`src/verilog/memsys_pkg.sv`:
```
package memsys_pkg;

	//////////////////////////////////////////////////////////////////////
	// Widths
	//////////////////////////////////////////////////////////////////////

	// SRAM address and word
	localparam int addr_w = 16;
	localparam int data_w = 16;

	// Processor action token for the data port
	localparam int act_w = 32;

	//////////////////////////////////////////////////////////////////////
	// Sequencer states
	//////////////////////////////////////////////////////////////////////

	// rd1 and rd2 hold oe low, fill writes the cache, wb writes the victim
	typedef enum logic [2:0] {
		st_idle = 3'd0,
		st_rd1 = 3'd1,
		st_rd2 = 3'd2,
		st_fill = 3'd3,
		st_wb = 3'd4
	} seq_state_t;

endpackage

```
`src/verilog/fetch_port.sv`:
```
`timescale 1ns/1ps

module fetch_port (
	input logic clk,
	input logic rst,
	input logic if_req,
	input logic [memsys_pkg::addr_w-1:0] if_addr,
	input logic if_serve,
	input logic [memsys_pkg::data_w-1:0] serve_data,
	output logic if_pending,
	output logic if_done,
	output logic [memsys_pkg::data_w-1:0] if_data
);

	logic [memsys_pkg::addr_w-1:0] done_addr;
	logic done_flag;

	// A new fetch is any address other than the last one completed
	assign if_pending = if_req && (if_addr != done_addr);
	assign if_done = done_flag && !if_pending;

	always_ff @(posedge clk) begin
		if (!rst) begin
			done_addr <= '1;
			done_flag <= 1'b0;
		end else if (if_serve) begin
			done_addr <= if_addr;
			done_flag <= 1'b1;
		end
	end

	// Result word
	always_ff @(posedge clk) begin
		if (if_serve)
			if_data <= serve_data;
	end

	a_serve_pending: assert property (@(posedge clk) disable iff (!rst)
		if_serve |-> if_pending);

endmodule

```
`src/verilog/data_port.sv`:
```
`timescale 1ns/1ps

module data_port (
	input logic clk,
	input logic rst,
	input logic ex_req,
	input logic ex_rd,
	input logic [memsys_pkg::act_w-1:0] ex_act,
	input logic ex_serve,
	input logic [memsys_pkg::data_w-1:0] serve_data,
	output logic ex_pending,
	output logic ex_done,
	output logic [memsys_pkg::data_w-1:0] ex_data,
	output logic [memsys_pkg::act_w-1:0] ex_act_done
);

	logic [memsys_pkg::act_w-1:0] act_done;
	logic done_flag;

	// Token mismatch marks a fresh load or store
	assign ex_pending = ex_req && (ex_act != act_done);
	assign ex_done = done_flag && !ex_pending;
	assign ex_act_done = act_done;

	always_ff @(posedge clk) begin
		if (!rst) begin
			act_done <= '1;
			done_flag <= 1'b0;
		end else if (ex_serve) begin
			act_done <= ex_act;
			done_flag <= 1'b1;
		end
	end

	// Only loads return a word, a store keeps the old one
	always_ff @(posedge clk) begin
		if (ex_serve && ex_rd)
			ex_data <= serve_data;
	end

	a_serve_pending: assert property (@(posedge clk) disable iff (!rst)
		ex_serve |-> ex_pending);

endmodule

```
`src/verilog/line_cache.sv`:
```
`timescale 1ns/1ps

module line_cache #(
	parameter int lines = 64
) (
	input logic clk,
	input logic rst,
	input logic [memsys_pkg::addr_w-1:0] cache_addr,
	input logic cache_wr,
	input logic [memsys_pkg::data_w-1:0] cache_wdata,
	input logic cache_dirty_set,
	output logic hit,
	output logic [memsys_pkg::data_w-1:0] hit_data,
	output logic victim_need,
	output logic [memsys_pkg::addr_w-1:0] victim_addr,
	output logic [memsys_pkg::data_w-1:0] victim_data
);

	localparam int idx_w = $clog2(lines);
	localparam int tag_w = memsys_pkg::addr_w - idx_w;

	//////////////////////////////////////////////////////////////////////
	// Line storage
	//////////////////////////////////////////////////////////////////////

	logic [tag_w-1:0] tag_mem [lines];
	logic [memsys_pkg::data_w-1:0] data_mem [lines];
	logic [lines-1:0] valid;
	logic [lines-1:0] dirty;

	logic [idx_w-1:0] idx;
	logic [tag_w-1:0] tag;
	logic tag_match;

	// Index from the low bits, tag from the rest
	assign idx = cache_addr[idx_w-1:0];
	assign tag = cache_addr[memsys_pkg::addr_w-1:idx_w];
	assign tag_match = tag_mem[idx] == tag;

	//////////////////////////////////////////////////////////////////////
	// Lookup
	//////////////////////////////////////////////////////////////////////

	assign hit = valid[idx] && tag_match;
	assign hit_data = data_mem[idx];

	// Resident line is dirty and about to be replaced
	assign victim_need = valid[idx] && dirty[idx] && !tag_match;
	assign victim_addr = {tag_mem[idx], idx};
	assign victim_data = data_mem[idx];

	//////////////////////////////////////////////////////////////////////
	// Update
	//////////////////////////////////////////////////////////////////////

	always_ff @(posedge clk) begin
		if (!rst) begin
			valid <= '0;
			dirty <= '0;
		end else if (cache_wr) begin
			valid[idx] <= 1'b1;
			// Stores mark the line, fills leave it clean
			dirty[idx] <= cache_dirty_set;
		end
	end

	always_ff @(posedge clk) begin
		if (cache_wr) begin
			tag_mem[idx] <= tag;
			data_mem[idx] <= cache_wdata;
		end
	end

endmodule

```
`src/verilog/sram_sequencer.sv`:
```
`timescale 1ns/1ps

module sram_sequencer #(
	parameter int lines = 64
) (
	input logic clk,
	input logic rst,
	input logic if_pending,
	input logic [memsys_pkg::addr_w-1:0] if_addr,
	input logic ex_pending,
	input logic ex_rd,
	input logic [memsys_pkg::addr_w-1:0] ex_addr,
	input logic [memsys_pkg::data_w-1:0] ex_wdata,
	input logic hit,
	input logic [memsys_pkg::data_w-1:0] hit_data,
	input logic victim_need,
	input logic [memsys_pkg::addr_w-1:0] victim_addr,
	input logic [memsys_pkg::data_w-1:0] victim_data,
	input logic [memsys_pkg::data_w-1:0] ram_din,
	output logic [memsys_pkg::addr_w-1:0] cache_addr,
	output logic cache_wr,
	output logic [memsys_pkg::data_w-1:0] cache_wdata,
	output logic cache_dirty_set,
	output logic if_serve,
	output logic ex_serve,
	output logic [memsys_pkg::data_w-1:0] serve_data,
	output logic [memsys_pkg::addr_w-1:0] ram_addr,
	output logic ram_en,
	output logic ram_oe,
	output logic ram_we,
	output logic [memsys_pkg::data_w-1:0] ram_dout,
	output logic ram_doe,
	output memsys_pkg::seq_state_t state
);

	logic sel_ex;
	logic store_q;
	logic [memsys_pkg::addr_w-1:0] addr_q;
	logic [memsys_pkg::data_w-1:0] wdata_q;
	logic serve_busy;
	logic take_ex;
	logic take_if;

	// Ports still show pending during their serve pulse
	assign serve_busy = if_serve || ex_serve;
	assign take_ex = (state == memsys_pkg::st_idle) && !serve_busy && ex_pending;
	assign take_if = (state == memsys_pkg::st_idle) && !serve_busy && !ex_pending && if_pending;

	//////////////////////////////////////////////////////////////////////
	// Cache side
	//////////////////////////////////////////////////////////////////////

	// Look up the incoming request while idle, data port first
	always_comb begin
		if (state == memsys_pkg::st_idle)
			cache_addr = ex_pending ? ex_addr : if_addr;
		else
			cache_addr = addr_q;
	end

	assign cache_wr = state == memsys_pkg::st_fill;
	assign cache_dirty_set = store_q;
	assign cache_wdata = store_q ? wdata_q : serve_data;

	//////////////////////////////////////////////////////////////////////
	// State and strobes
	//////////////////////////////////////////////////////////////////////

	always_ff @(posedge clk) begin
		if (!rst) begin
			state <= memsys_pkg::st_idle;
			sel_ex <= 1'b0;
			store_q <= 1'b0;
			if_serve <= 1'b0;
			ex_serve <= 1'b0;
			ram_en <= 1'b1;
			ram_oe <= 1'b1;
			ram_we <= 1'b1;
			ram_doe <= 1'b0;
		end else begin
			if_serve <= 1'b0;
			ex_serve <= 1'b0;
			case (state)
				memsys_pkg::st_idle: begin
					if (take_ex || take_if) begin
						sel_ex <= take_ex;
						store_q <= take_ex && !ex_rd;
						if (take_ex && !ex_rd) begin
							state <= memsys_pkg::st_fill;
						end else if (hit) begin
							if_serve <= take_if;
							ex_serve <= take_ex;
						end else begin
							// Miss, open the read
							ram_en <= 1'b0;
							ram_oe <= 1'b0;
							state <= memsys_pkg::st_rd1;
						end
					end
				end
				memsys_pkg::st_rd1: begin
					state <= memsys_pkg::st_rd2;
				end
				memsys_pkg::st_rd2: begin
					ram_en <= 1'b1;
					ram_oe <= 1'b1;
					state <= memsys_pkg::st_fill;
				end
				memsys_pkg::st_fill: begin
					if (victim_need) begin
						ram_en <= 1'b0;
						ram_we <= 1'b0;
						ram_doe <= 1'b1;
						state <= memsys_pkg::st_wb;
					end else begin
						if_serve <= !sel_ex;
						ex_serve <= sel_ex;
						state <= memsys_pkg::st_idle;
					end
				end
				memsys_pkg::st_wb: begin
					ram_en <= 1'b1;
					ram_we <= 1'b1;
					ram_doe <= 1'b0;
					if_serve <= !sel_ex;
					ex_serve <= sel_ex;
					state <= memsys_pkg::st_idle;
				end
				default: state <= memsys_pkg::st_idle;
			endcase
		end
	end

	//////////////////////////////////////////////////////////////////////
	// Address and data
	//////////////////////////////////////////////////////////////////////

	always_ff @(posedge clk) begin
		if (take_ex || take_if) begin
			addr_q <= cache_addr;
			ram_addr <= cache_addr;
			wdata_q <= ex_wdata;
			if (hit)
				serve_data <= hit_data;
		end
		// Read word is both the result and the fill data
		if (state == memsys_pkg::st_rd2)
			serve_data <= ram_din;
		// Victim taken before the fill overwrites the line
		if (state == memsys_pkg::st_fill && victim_need) begin
			ram_addr <= victim_addr;
			ram_dout <= victim_data;
		end
	end

	a_strobe_excl: assert property (@(posedge clk) disable iff (!rst)
		ram_oe || ram_we);

	a_doe_with_we: assert property (@(posedge clk) disable iff (!rst)
		ram_doe == !ram_we);

endmodule

```
`src/verilog/memsys_top.sv`:
```
`timescale 1ns/1ps

module memsys_top #(
	parameter int lines = 64
) (
	input logic clk,
	input logic rst,
	// Instruction fetch
	input logic if_req,
	input logic [memsys_pkg::addr_w-1:0] if_addr,
	output logic if_done,
	output logic [memsys_pkg::data_w-1:0] if_data,
	// Load and store
	input logic ex_req,
	input logic ex_rd,
	input logic [memsys_pkg::addr_w-1:0] ex_addr,
	input logic [memsys_pkg::data_w-1:0] ex_wdata,
	input logic [memsys_pkg::act_w-1:0] ex_act,
	output logic ex_done,
	output logic [memsys_pkg::data_w-1:0] ex_data,
	output logic [memsys_pkg::act_w-1:0] ex_act_done,
	// Off-chip SRAM, data bus split
	output logic [memsys_pkg::addr_w-1:0] ram_addr,
	output logic ram_en,
	output logic ram_oe,
	output logic ram_we,
	output logic [memsys_pkg::data_w-1:0] ram_dout,
	output logic ram_doe,
	input logic [memsys_pkg::data_w-1:0] ram_din,
	output memsys_pkg::seq_state_t state
);

	logic if_pending;
	logic if_serve;
	logic ex_pending;
	logic ex_serve;
	logic [memsys_pkg::data_w-1:0] serve_data;
	logic [memsys_pkg::addr_w-1:0] cache_addr;
	logic cache_wr;
	logic [memsys_pkg::data_w-1:0] cache_wdata;
	logic cache_dirty_set;
	logic hit;
	logic [memsys_pkg::data_w-1:0] hit_data;
	logic victim_need;
	logic [memsys_pkg::addr_w-1:0] victim_addr;
	logic [memsys_pkg::data_w-1:0] victim_data;

	fetch_port u_fetch_port (
		.clk(clk),
		.rst(rst),
		.if_req(if_req),
		.if_addr(if_addr),
		.if_serve(if_serve),
		.serve_data(serve_data),
		.if_pending(if_pending),
		.if_done(if_done),
		.if_data(if_data)
	);

	data_port u_data_port (
		.clk(clk),
		.rst(rst),
		.ex_req(ex_req),
		.ex_rd(ex_rd),
		.ex_act(ex_act),
		.ex_serve(ex_serve),
		.serve_data(serve_data),
		.ex_pending(ex_pending),
		.ex_done(ex_done),
		.ex_data(ex_data),
		.ex_act_done(ex_act_done)
	);

	line_cache #(
		.lines(lines)
	) u_line_cache (
		.clk(clk),
		.rst(rst),
		.cache_addr(cache_addr),
		.cache_wr(cache_wr),
		.cache_wdata(cache_wdata),
		.cache_dirty_set(cache_dirty_set),
		.hit(hit),
		.hit_data(hit_data),
		.victim_need(victim_need),
		.victim_addr(victim_addr),
		.victim_data(victim_data)
	);

	sram_sequencer #(
		.lines(lines)
	) u_sram_sequencer (
		.clk(clk),
		.rst(rst),
		.if_pending(if_pending),
		.if_addr(if_addr),
		.ex_pending(ex_pending),
		.ex_rd(ex_rd),
		.ex_addr(ex_addr),
		.ex_wdata(ex_wdata),
		.hit(hit),
		.hit_data(hit_data),
		.victim_need(victim_need),
		.victim_addr(victim_addr),
		.victim_data(victim_data),
		.ram_din(ram_din),
		.cache_addr(cache_addr),
		.cache_wr(cache_wr),
		.cache_wdata(cache_wdata),
		.cache_dirty_set(cache_dirty_set),
		.if_serve(if_serve),
		.ex_serve(ex_serve),
		.serve_data(serve_data),
		.ram_addr(ram_addr),
		.ram_en(ram_en),
		.ram_oe(ram_oe),
		.ram_we(ram_we),
		.ram_dout(ram_dout),
		.ram_doe(ram_doe),
		.state(state)
	);

endmodule

```
`config.mk`:
```
export PLATFORM = sky130hd
export DESIGN_NAME = memsys_top
export DESIGN_NICKNAME = d
export VERILOG_FILES = /design/src/verilog/memsys_pkg.sv /design/src/verilog/fetch_port.sv /design/src/verilog/data_port.sv /design/src/verilog/line_cache.sv /design/src/verilog/sram_sequencer.sv /design/src/verilog/memsys_top.sv
export SDC_FILE = /design/constraint.sdc
export NUM_CORES = 2
export LEC_CHECK = 0
export ABC_AREA = 1
export BUFFER_PORTS_ARGS = -buffer_cell sky130_fd_sc_hd__buf_4
export CORE_MARGIN = 3
export CORE_UTILIZATION = 45
export CTS_BUF_LIST = sky130_fd_sc_hd__clkbuf_8 sky130_fd_sc_hd__clkbuf_16
export CTS_CLUSTER_SIZE = 30
export DETAILED_ROUTE_END_ITERATION = 8
export GPL_TIMING_DRIVEN = 1
export SKIP_CTS_REPAIR_TIMING = 1
export SYNTH_ARGS = -nofsm -noshare
export SYNTH_HDL_FRONTEND = slang
export SYNTH_SLANG_ARGS = --single-unit
export TNS_END_PERCENT = 20
```
`constraint.sdc`:
```
create_clock -name clk -period 7.8 [get_ports clk]
set_clock_uncertainty 0.05 [all_clocks]
set_input_delay 1.17 -clock clk [delete_from_list [all_inputs] [get_ports clk]]
set_output_delay 1.17 -clock clk [all_outputs]
set_load 0.01 [all_outputs]
```
Yosys cells after proc, flatten, opt, wreduce, memory -nomap -nowiden
Memory sizes are Yosys's and may differ from the RTL's.
Index checks and enable logic that the tools add are counted.
Widths: inputs -> output; s select.

word-level totals
  register bits = 301
  bits in latches = 0
  memory bits (writable) = 1664
  bits in read-only memories = 0
  input bits = 101
  output and inout bits = 105
  word-level logic and storage cells = 117
  memories kept = 2

memory list
  memory                 words  bits a word  read ports  clocked after memory_dff  write ports  line              source
  u_line_cache.data_mem  64     16           1           0                         1            line_cache.sv:27  logic [memsys_pkg::data_w-1:0] data_mem [lines];
  u_line_cache.tag_mem   64     10           1           0                         1            line_cache.sv:26  logic [tag_w-1:0] tag_mem [lines];

cells by class
  add/sub/neg operators = 0
  multiply operators = 0
  divide/modulo/power cells = 0
  order comparisons = 2
  equality and inequality tests = 12
  shifts and indexed selects = 0
  mux-type cells = 41
  bitwise operators = 1
  reduce and logical (&&, ||, !) cells = 37

operator list
  operator            number
  $mux 16             8
  $bwmux 64           1
  $or 64x64->64       1
  $ne 32x32->1        1
  $mux 1              18
  $ne 16x16->1        1
  $logic_and 1x1->1   15
  $bmux 1 s6          2
  $mux 3              4
  $pmux 3 s4          1
  $eq 10x10->1        1
  $reduce_bool 2->1   5
  $pmux 1 s3          3
  $reduce_and 2->1    4
  $lt 6x7->1 const B  1
  $demux 1 s6         1
  $eq 3x2->1 const B  2
  $ge 6x1->1 const B  1
  $logic_not 1->1     6
  $ne 2x2->1 const B  3
  $pmux 1 s2          3
  $reduce_and 5->1    1
  $reduce_and 4->1    1
  $eq 3x1->1 const B  1
  7 further kinds     8

Logic depth before layout (Yosys ltp)
  word-level depth = 11
  gate-level depth with buffers = 35
  gate-level depth less buffers = 32

Modules after synthesis
A second synthesis with hierarchy kept.

unflattened totals
  cell total of the unflattened synthesis = 6787
  area, all modules = 78987.0 um^2

by module, submodules not included
  module          times used  cells an instance  area an instance (um^2)  seq. area each (um^2)
  line_cache      1           6013               71431.0                  52530.4
  sram_sequencer  1           351                4076.4                   2622.5
  data_port       1           253                2093.3                   1141.1
  fetch_port      1           170                1386.3                   820.8

Worst setup path after synthesis
No wires, ideal clock.

  path kind = reg-to-reg
  start = reg u_sram_sequencer.state[2]
  end = reg u_sram_sequencer.ram_addr[0] (netlist bit) (enable)
  setup time = 0.372 ns
  data arrival time = 5.332 ns
  data required time = 7.378 ns
  slack = 2.047 ns
  cell stages (with the launch flop) = 16
  buffers on the path = 3
  clock period less this slack = 5.753 ns
  cell sequence = dfxtp_1 nor2_1 inv_1 nor2_1 buf_2 clkbuf_1 o21ai_0 nand2_1 nand4_1 nor2_1 nand2_2 nand2_4 nor2_4 inv_4 buf_6 nand2_1

on the way
  elaborated cells between the ends (all ways) = 19
  classes of those cells = eq/ne (2); mux (5); reduce/logical (11); memory (1)

RTL lines
  item                         line                   source
  from (decl)                  sram_sequencer.sv:33   output memsys_pkg::seq_state_t state
  from (signal assigned)       sram_sequencer.sv:71   state <= memsys_pkg::st_idle;
  from (signal assigned)       sram_sequencer.sv:89   state <= memsys_pkg::st_fill;
  from (signal assigned)       sram_sequencer.sv:97   state <= memsys_pkg::st_rd1;
  $logic_not 3->1              sram_sequencer.sv:55   if (state == memsys_pkg::st_idle)
  $mux 16                      sram_sequencer.sv:55
  via cache_addr, one bit      memsys_top.sv:38       logic [memsys_pkg::addr_w-1:0] cache_addr;
  $eq 10x10->1                 line_cache.sv:38       assign tag_match = tag_mem[idx] == tag;
  $logic_not 1->1              line_cache.sv:48       assign victim_need = valid[idx] && dirty[idx] && !tag_match;
  $logic_and 1x1->1            line_cache.sv:48
  $logic_and 1x1->1            sram_sequencer.sv:150  if (state == memsys_pkg::st_fill && victim_need) begin
  $reduce_bool 2->1 (no line)  n/a
  to (signal assigned)         sram_sequencer.sv:141  ram_addr <= cache_addr;
  to (signal assigned)         sram_sequencer.sv:151  ram_addr <= victim_addr;
  to (decl)                    sram_sequencer.sv:27   output logic [memsys_pkg::addr_w-1:0] ram_addr,

The timed path passes the listed nets, and every way through them passes these cells. The select of a mux whose other input is x is not followed.
A chain may end at the register's enable or synchronous reset.

Worst setup path in the final report
  start = reg u_sram_sequencer.state[2]
  end = reg u_sram_sequencer.ram_addr[10] (netlist bit) (enable)

on the way
  cells in the longest elaborated chain, start to end = 8
  elaborated cells between the ends (all ways) = 19
  classes of those cells = eq/ne (2); mux (5); reduce/logical (11); memory (1)

ends and longest elaborated chain
  item                                                         line
  $logic_not 3->1                                              sram_sequencer.sv:46, sram_sequencer.sv:47, sram_sequencer.sv:55
  $mux 16                                                      sram_sequencer.sv:55
  $mem_v2 64x10 / $bmux 1 s6 (equally long branches)           n/a
  $eq 10x10->1 / $mux 1 (equally long branches)                line_cache.sv:38, line_cache.sv:48
  $logic_not 1->1 / $logic_and 1x1->1 (equally long branches)  line_cache.sv:48
  $logic_and 1x1->1                                            line_cache.sv:48
  $logic_and 1x1->1                                            sram_sequencer.sv:150
  $reduce_bool 2->1 (no line) (*)                              n/a

Mark *: on every way between the ends. The rest lies on a longest branch, timed or not. The select of a mux whose other input is x is not followed.

==> reports/results.txt <==
crit path time final - 6.09 ns
mean area per synthesized cell - 12.4 sq um
initial antenna violation count - 5
syn nets - 6317
Tcrit/Tclk final - 78.1%
gr usage total - 25.5%
via count of the first global-routing pass - 47.7k
Max stage delay on crit path - 0.90 ns
Initial Utilization - 45.4%
max-cap violation count - 0
Placed Cells - 8473
RSZ-0062 raised after global routing - false
Syn Inst Count - 6216
Slowest-stage cell, CP - nor2_4
Worst setup EP type - flop
largest net degree at the start of global routing - 111
Relative slew margins - 19.3%
endpoints failing setup - 0
pwr dens - 393 mW/mm^2
Area growth syn-to-layout - 14.4%
most frequent cells in the layout - 1776 x edfxtp_1, 1371 x nand2_1, 603 x nor2_1
Worst Path Arrival - 6.44 ns
LEAKAGE - 30.2 nW
Die X-Extent - 420 um
Hold Crit Depth - 2
setup ws final - 1.71 ns
Final Hold Violating Endpoints - 0
Internal - 21.2 mW
global route overflow - 0
clk sinks - 1965
Skew-Pair Late Insertion Delay - 0.82 ns
outcome - finished, final reports clean
final wirelength - 228 mm
switching power - 13.4 mW
number of synthesized flops with an enable pin - 1776
clock buffers created by TritonCTS - 192
sequential fraction of design power - 38.6%
FF-to-FF path depth - 20
sequential-to-total area share from yosys stat - 74.2%
Die Y-Extent - 420 um
Non-Filler Instances - 8826
startpoint type of the worst setup path - flop
layout cell share with drive strength beyond 1 - 12.4%
Critical Path Stages - 20
global-route wire length before repair - 330 mm
H-tree lvl count - 4
setup TNS - 0 ns
switching fraction of total power - 38.6%
CP cell instances - nor2_1 -> inv_1 -> nor2_4 -> buf_4 -> nand3_1 -> nand2_4 -> nand2_2 -> nor2_4 -> buf_4 -> nand2_1 -> nand3_1 -> o21ai_0 -> o21ai_0 -> nor2_1 -> nand2_1 -> nor2_1 -> nand2_4 -> nor2_4 -> inv_4 -> nand2_1
YS warnings - 0
CTS tree - done
DR vias/cell - 5.73
DP Wirelength - 133 mm
critical path class - reg -> reg
post-synthesis register bit count - 1965
# fillers - 14.4k
CP Max Fanout - 24
Nets - 6550
synth unique cells - 59
Slew @ Worst Pin - 1.21 ns
area of the multi-input gates - 0.0181 sq mm
CTS clk-pin slew, worst paths - 0.06 ns
mapped cell area - 0.0770 sq mm
pre-CTS setup slack - 1.19 ns
Final Wtd Congestion - 0.869
worst hold path type - reg -> reg
clk buf depth - 3
initial DRC count - 5938
core area - 0.170 sq mm
clock share of power - 26.4%
FMAX - 164 MHz
First-pass DRT Iterations - 7
async set-reset flop share out of synthesis - 0%
Avg WL per Cell - 25.9 um
Routed Antenna Nets - 0
CTS root buffer - clkbuf_16
commonest non-fill, non-tap cell in the layout - edfxtp_1
fin. max-slew vios - 0
Worst EP required - 8.15 ns
hold_ws - 0.409 ns
IO Port Bufs - 205
Residual DRC - 0
CP delay by family, top - simple AND/OR/NAND/NOR gates
io pins - 206
Register Area - 0.0571 sq mm
std cell rows - 151
Comb pwr share - 35.0%
routed vias - 50.6k
Most used DFF post-synth - edfxtp_1
Worst Path Buf+Inv - 4
total die area - 0.176 sq mm
worst vdd ir - 0.256 mV
flip-flops by register name (all words and copies together), names as in the netlist, 32 cells and up:
register / flops
u_data_port.ex_act_done: 32
u_line_cache.data_mem: 1024
u_line_cache.dirty: 64
u_line_cache.tag_mem: 640
u_line_cache.valid: 64
layout make-up:
type	instances	share of cell area (%)
clock inverter	148	1.37
sequential	1965	64.8
timing repair buffer	390	3.75
tap	2218	3.15
multi-input combinational	3726	20.5
inverter	174	0.757
clock buffer	204	5.65
antenna	1	0.00284
stage by stage:
step / util, % / area, sq um / power (mW)
after floorplan: - / 77000 / 20.7
after global placement: 48.3 / 81900 / 25.6
after detailed placement: 48.3 / 81900 / 25.7
after CTS: 51.9 / 88100 / 34.7
after global routing: 51.9 / 88100 / 36.1
final: 51.9 / 88100 / 34.6
Yosys cell counts (13+ instances only):
cell type / count / area, sq um
a211oi_1: 32 / 240
a21oi_1: 172 / 861
buf_2: 122 / 611
buf_4: 31 / 233
buf_6: 28 / 315
clkbuf_1: 160 / 601
dfxtp_1: 189 / 3780
edfxtp_1: 1776 / 53300
inv_1: 164 / 616
mux2_2: 16 / 180
nand2_1: 1373 / 5150
nand3_1: 392 / 1960
nand4_1: 64 / 400
nor2_1: 669 / 2510
nor3_1: 14 / 70.1
o2111ai_1: 17 / 149
o211ai_1: 98 / 736
o21ai_0: 566 / 2830
o21ai_1: 62 / 310
o221ai_1: 22 / 193
o22ai_1: 108 / 676
xnor2_1: 23 / 201
xor2_1: 13 / 114
worst paths after layout:
check	startpoint	endpoint	slack, ns
max	u_sram_sequencer.state[2]$_SDFFE_PN0P_	u_sram_sequencer.ram_addr[10]$_DFFE_PP_	1.71
min	u_data_port.done_flag$_SDFFE_PN0P_	u_data_port.done_flag$_SDFFE_PN0P_	0.41
max reg2reg	u_sram_sequencer.state[2]$_SDFFE_PN0P_	u_sram_sequencer.ram_addr[10]$_DFFE_PP_	1.71
min reg2reg	u_data_port.done_flag$_SDFFE_PN0P_	u_data_port.done_flag$_SDFFE_PN0P_	0.41
cells by family after synthesis:
logic type | after synthesis | synth area share, %
flip-flops | 1965 | 74.2
multiplexers | 16 | 0.234
AND/OR/NAND/NOR | 2563 | 13.8
XOR/XNOR | 36 | 0.409
buffers and inverters | 525 | 3.21
AO/OA/AOI/OAI | 1111 | 8.23
metal layers:
metal	vias up	share of wire (%)	track usage, %
met4	0	3.6	9.02
met5	-	0	0
met1	25186	42	36.2
li1	22699	-	-
met3	399	8.4	4.06
met2	2302	46	40.1
tightest hold or removal path, delay by kind of cell, from the launching register on:
kind            cells  cell delay, ns
flops               1            0.30
buf+inv             1            0.06
compound gates      1            0.06
power groups by stage:
stage	Combinational (mW)	Clock [mW]	Sequential (mW)
after floorplan	7.05	0	13.6
after detailed placement	12.1	0	13.6
after global placement	12.0	0	13.6
final	12.1	9.13	13.4
after CTS	12.1	9.24	13.4
after global routing	13.1	9.68	13.4
Note: power is estimated with default switching activity, not from simulation.
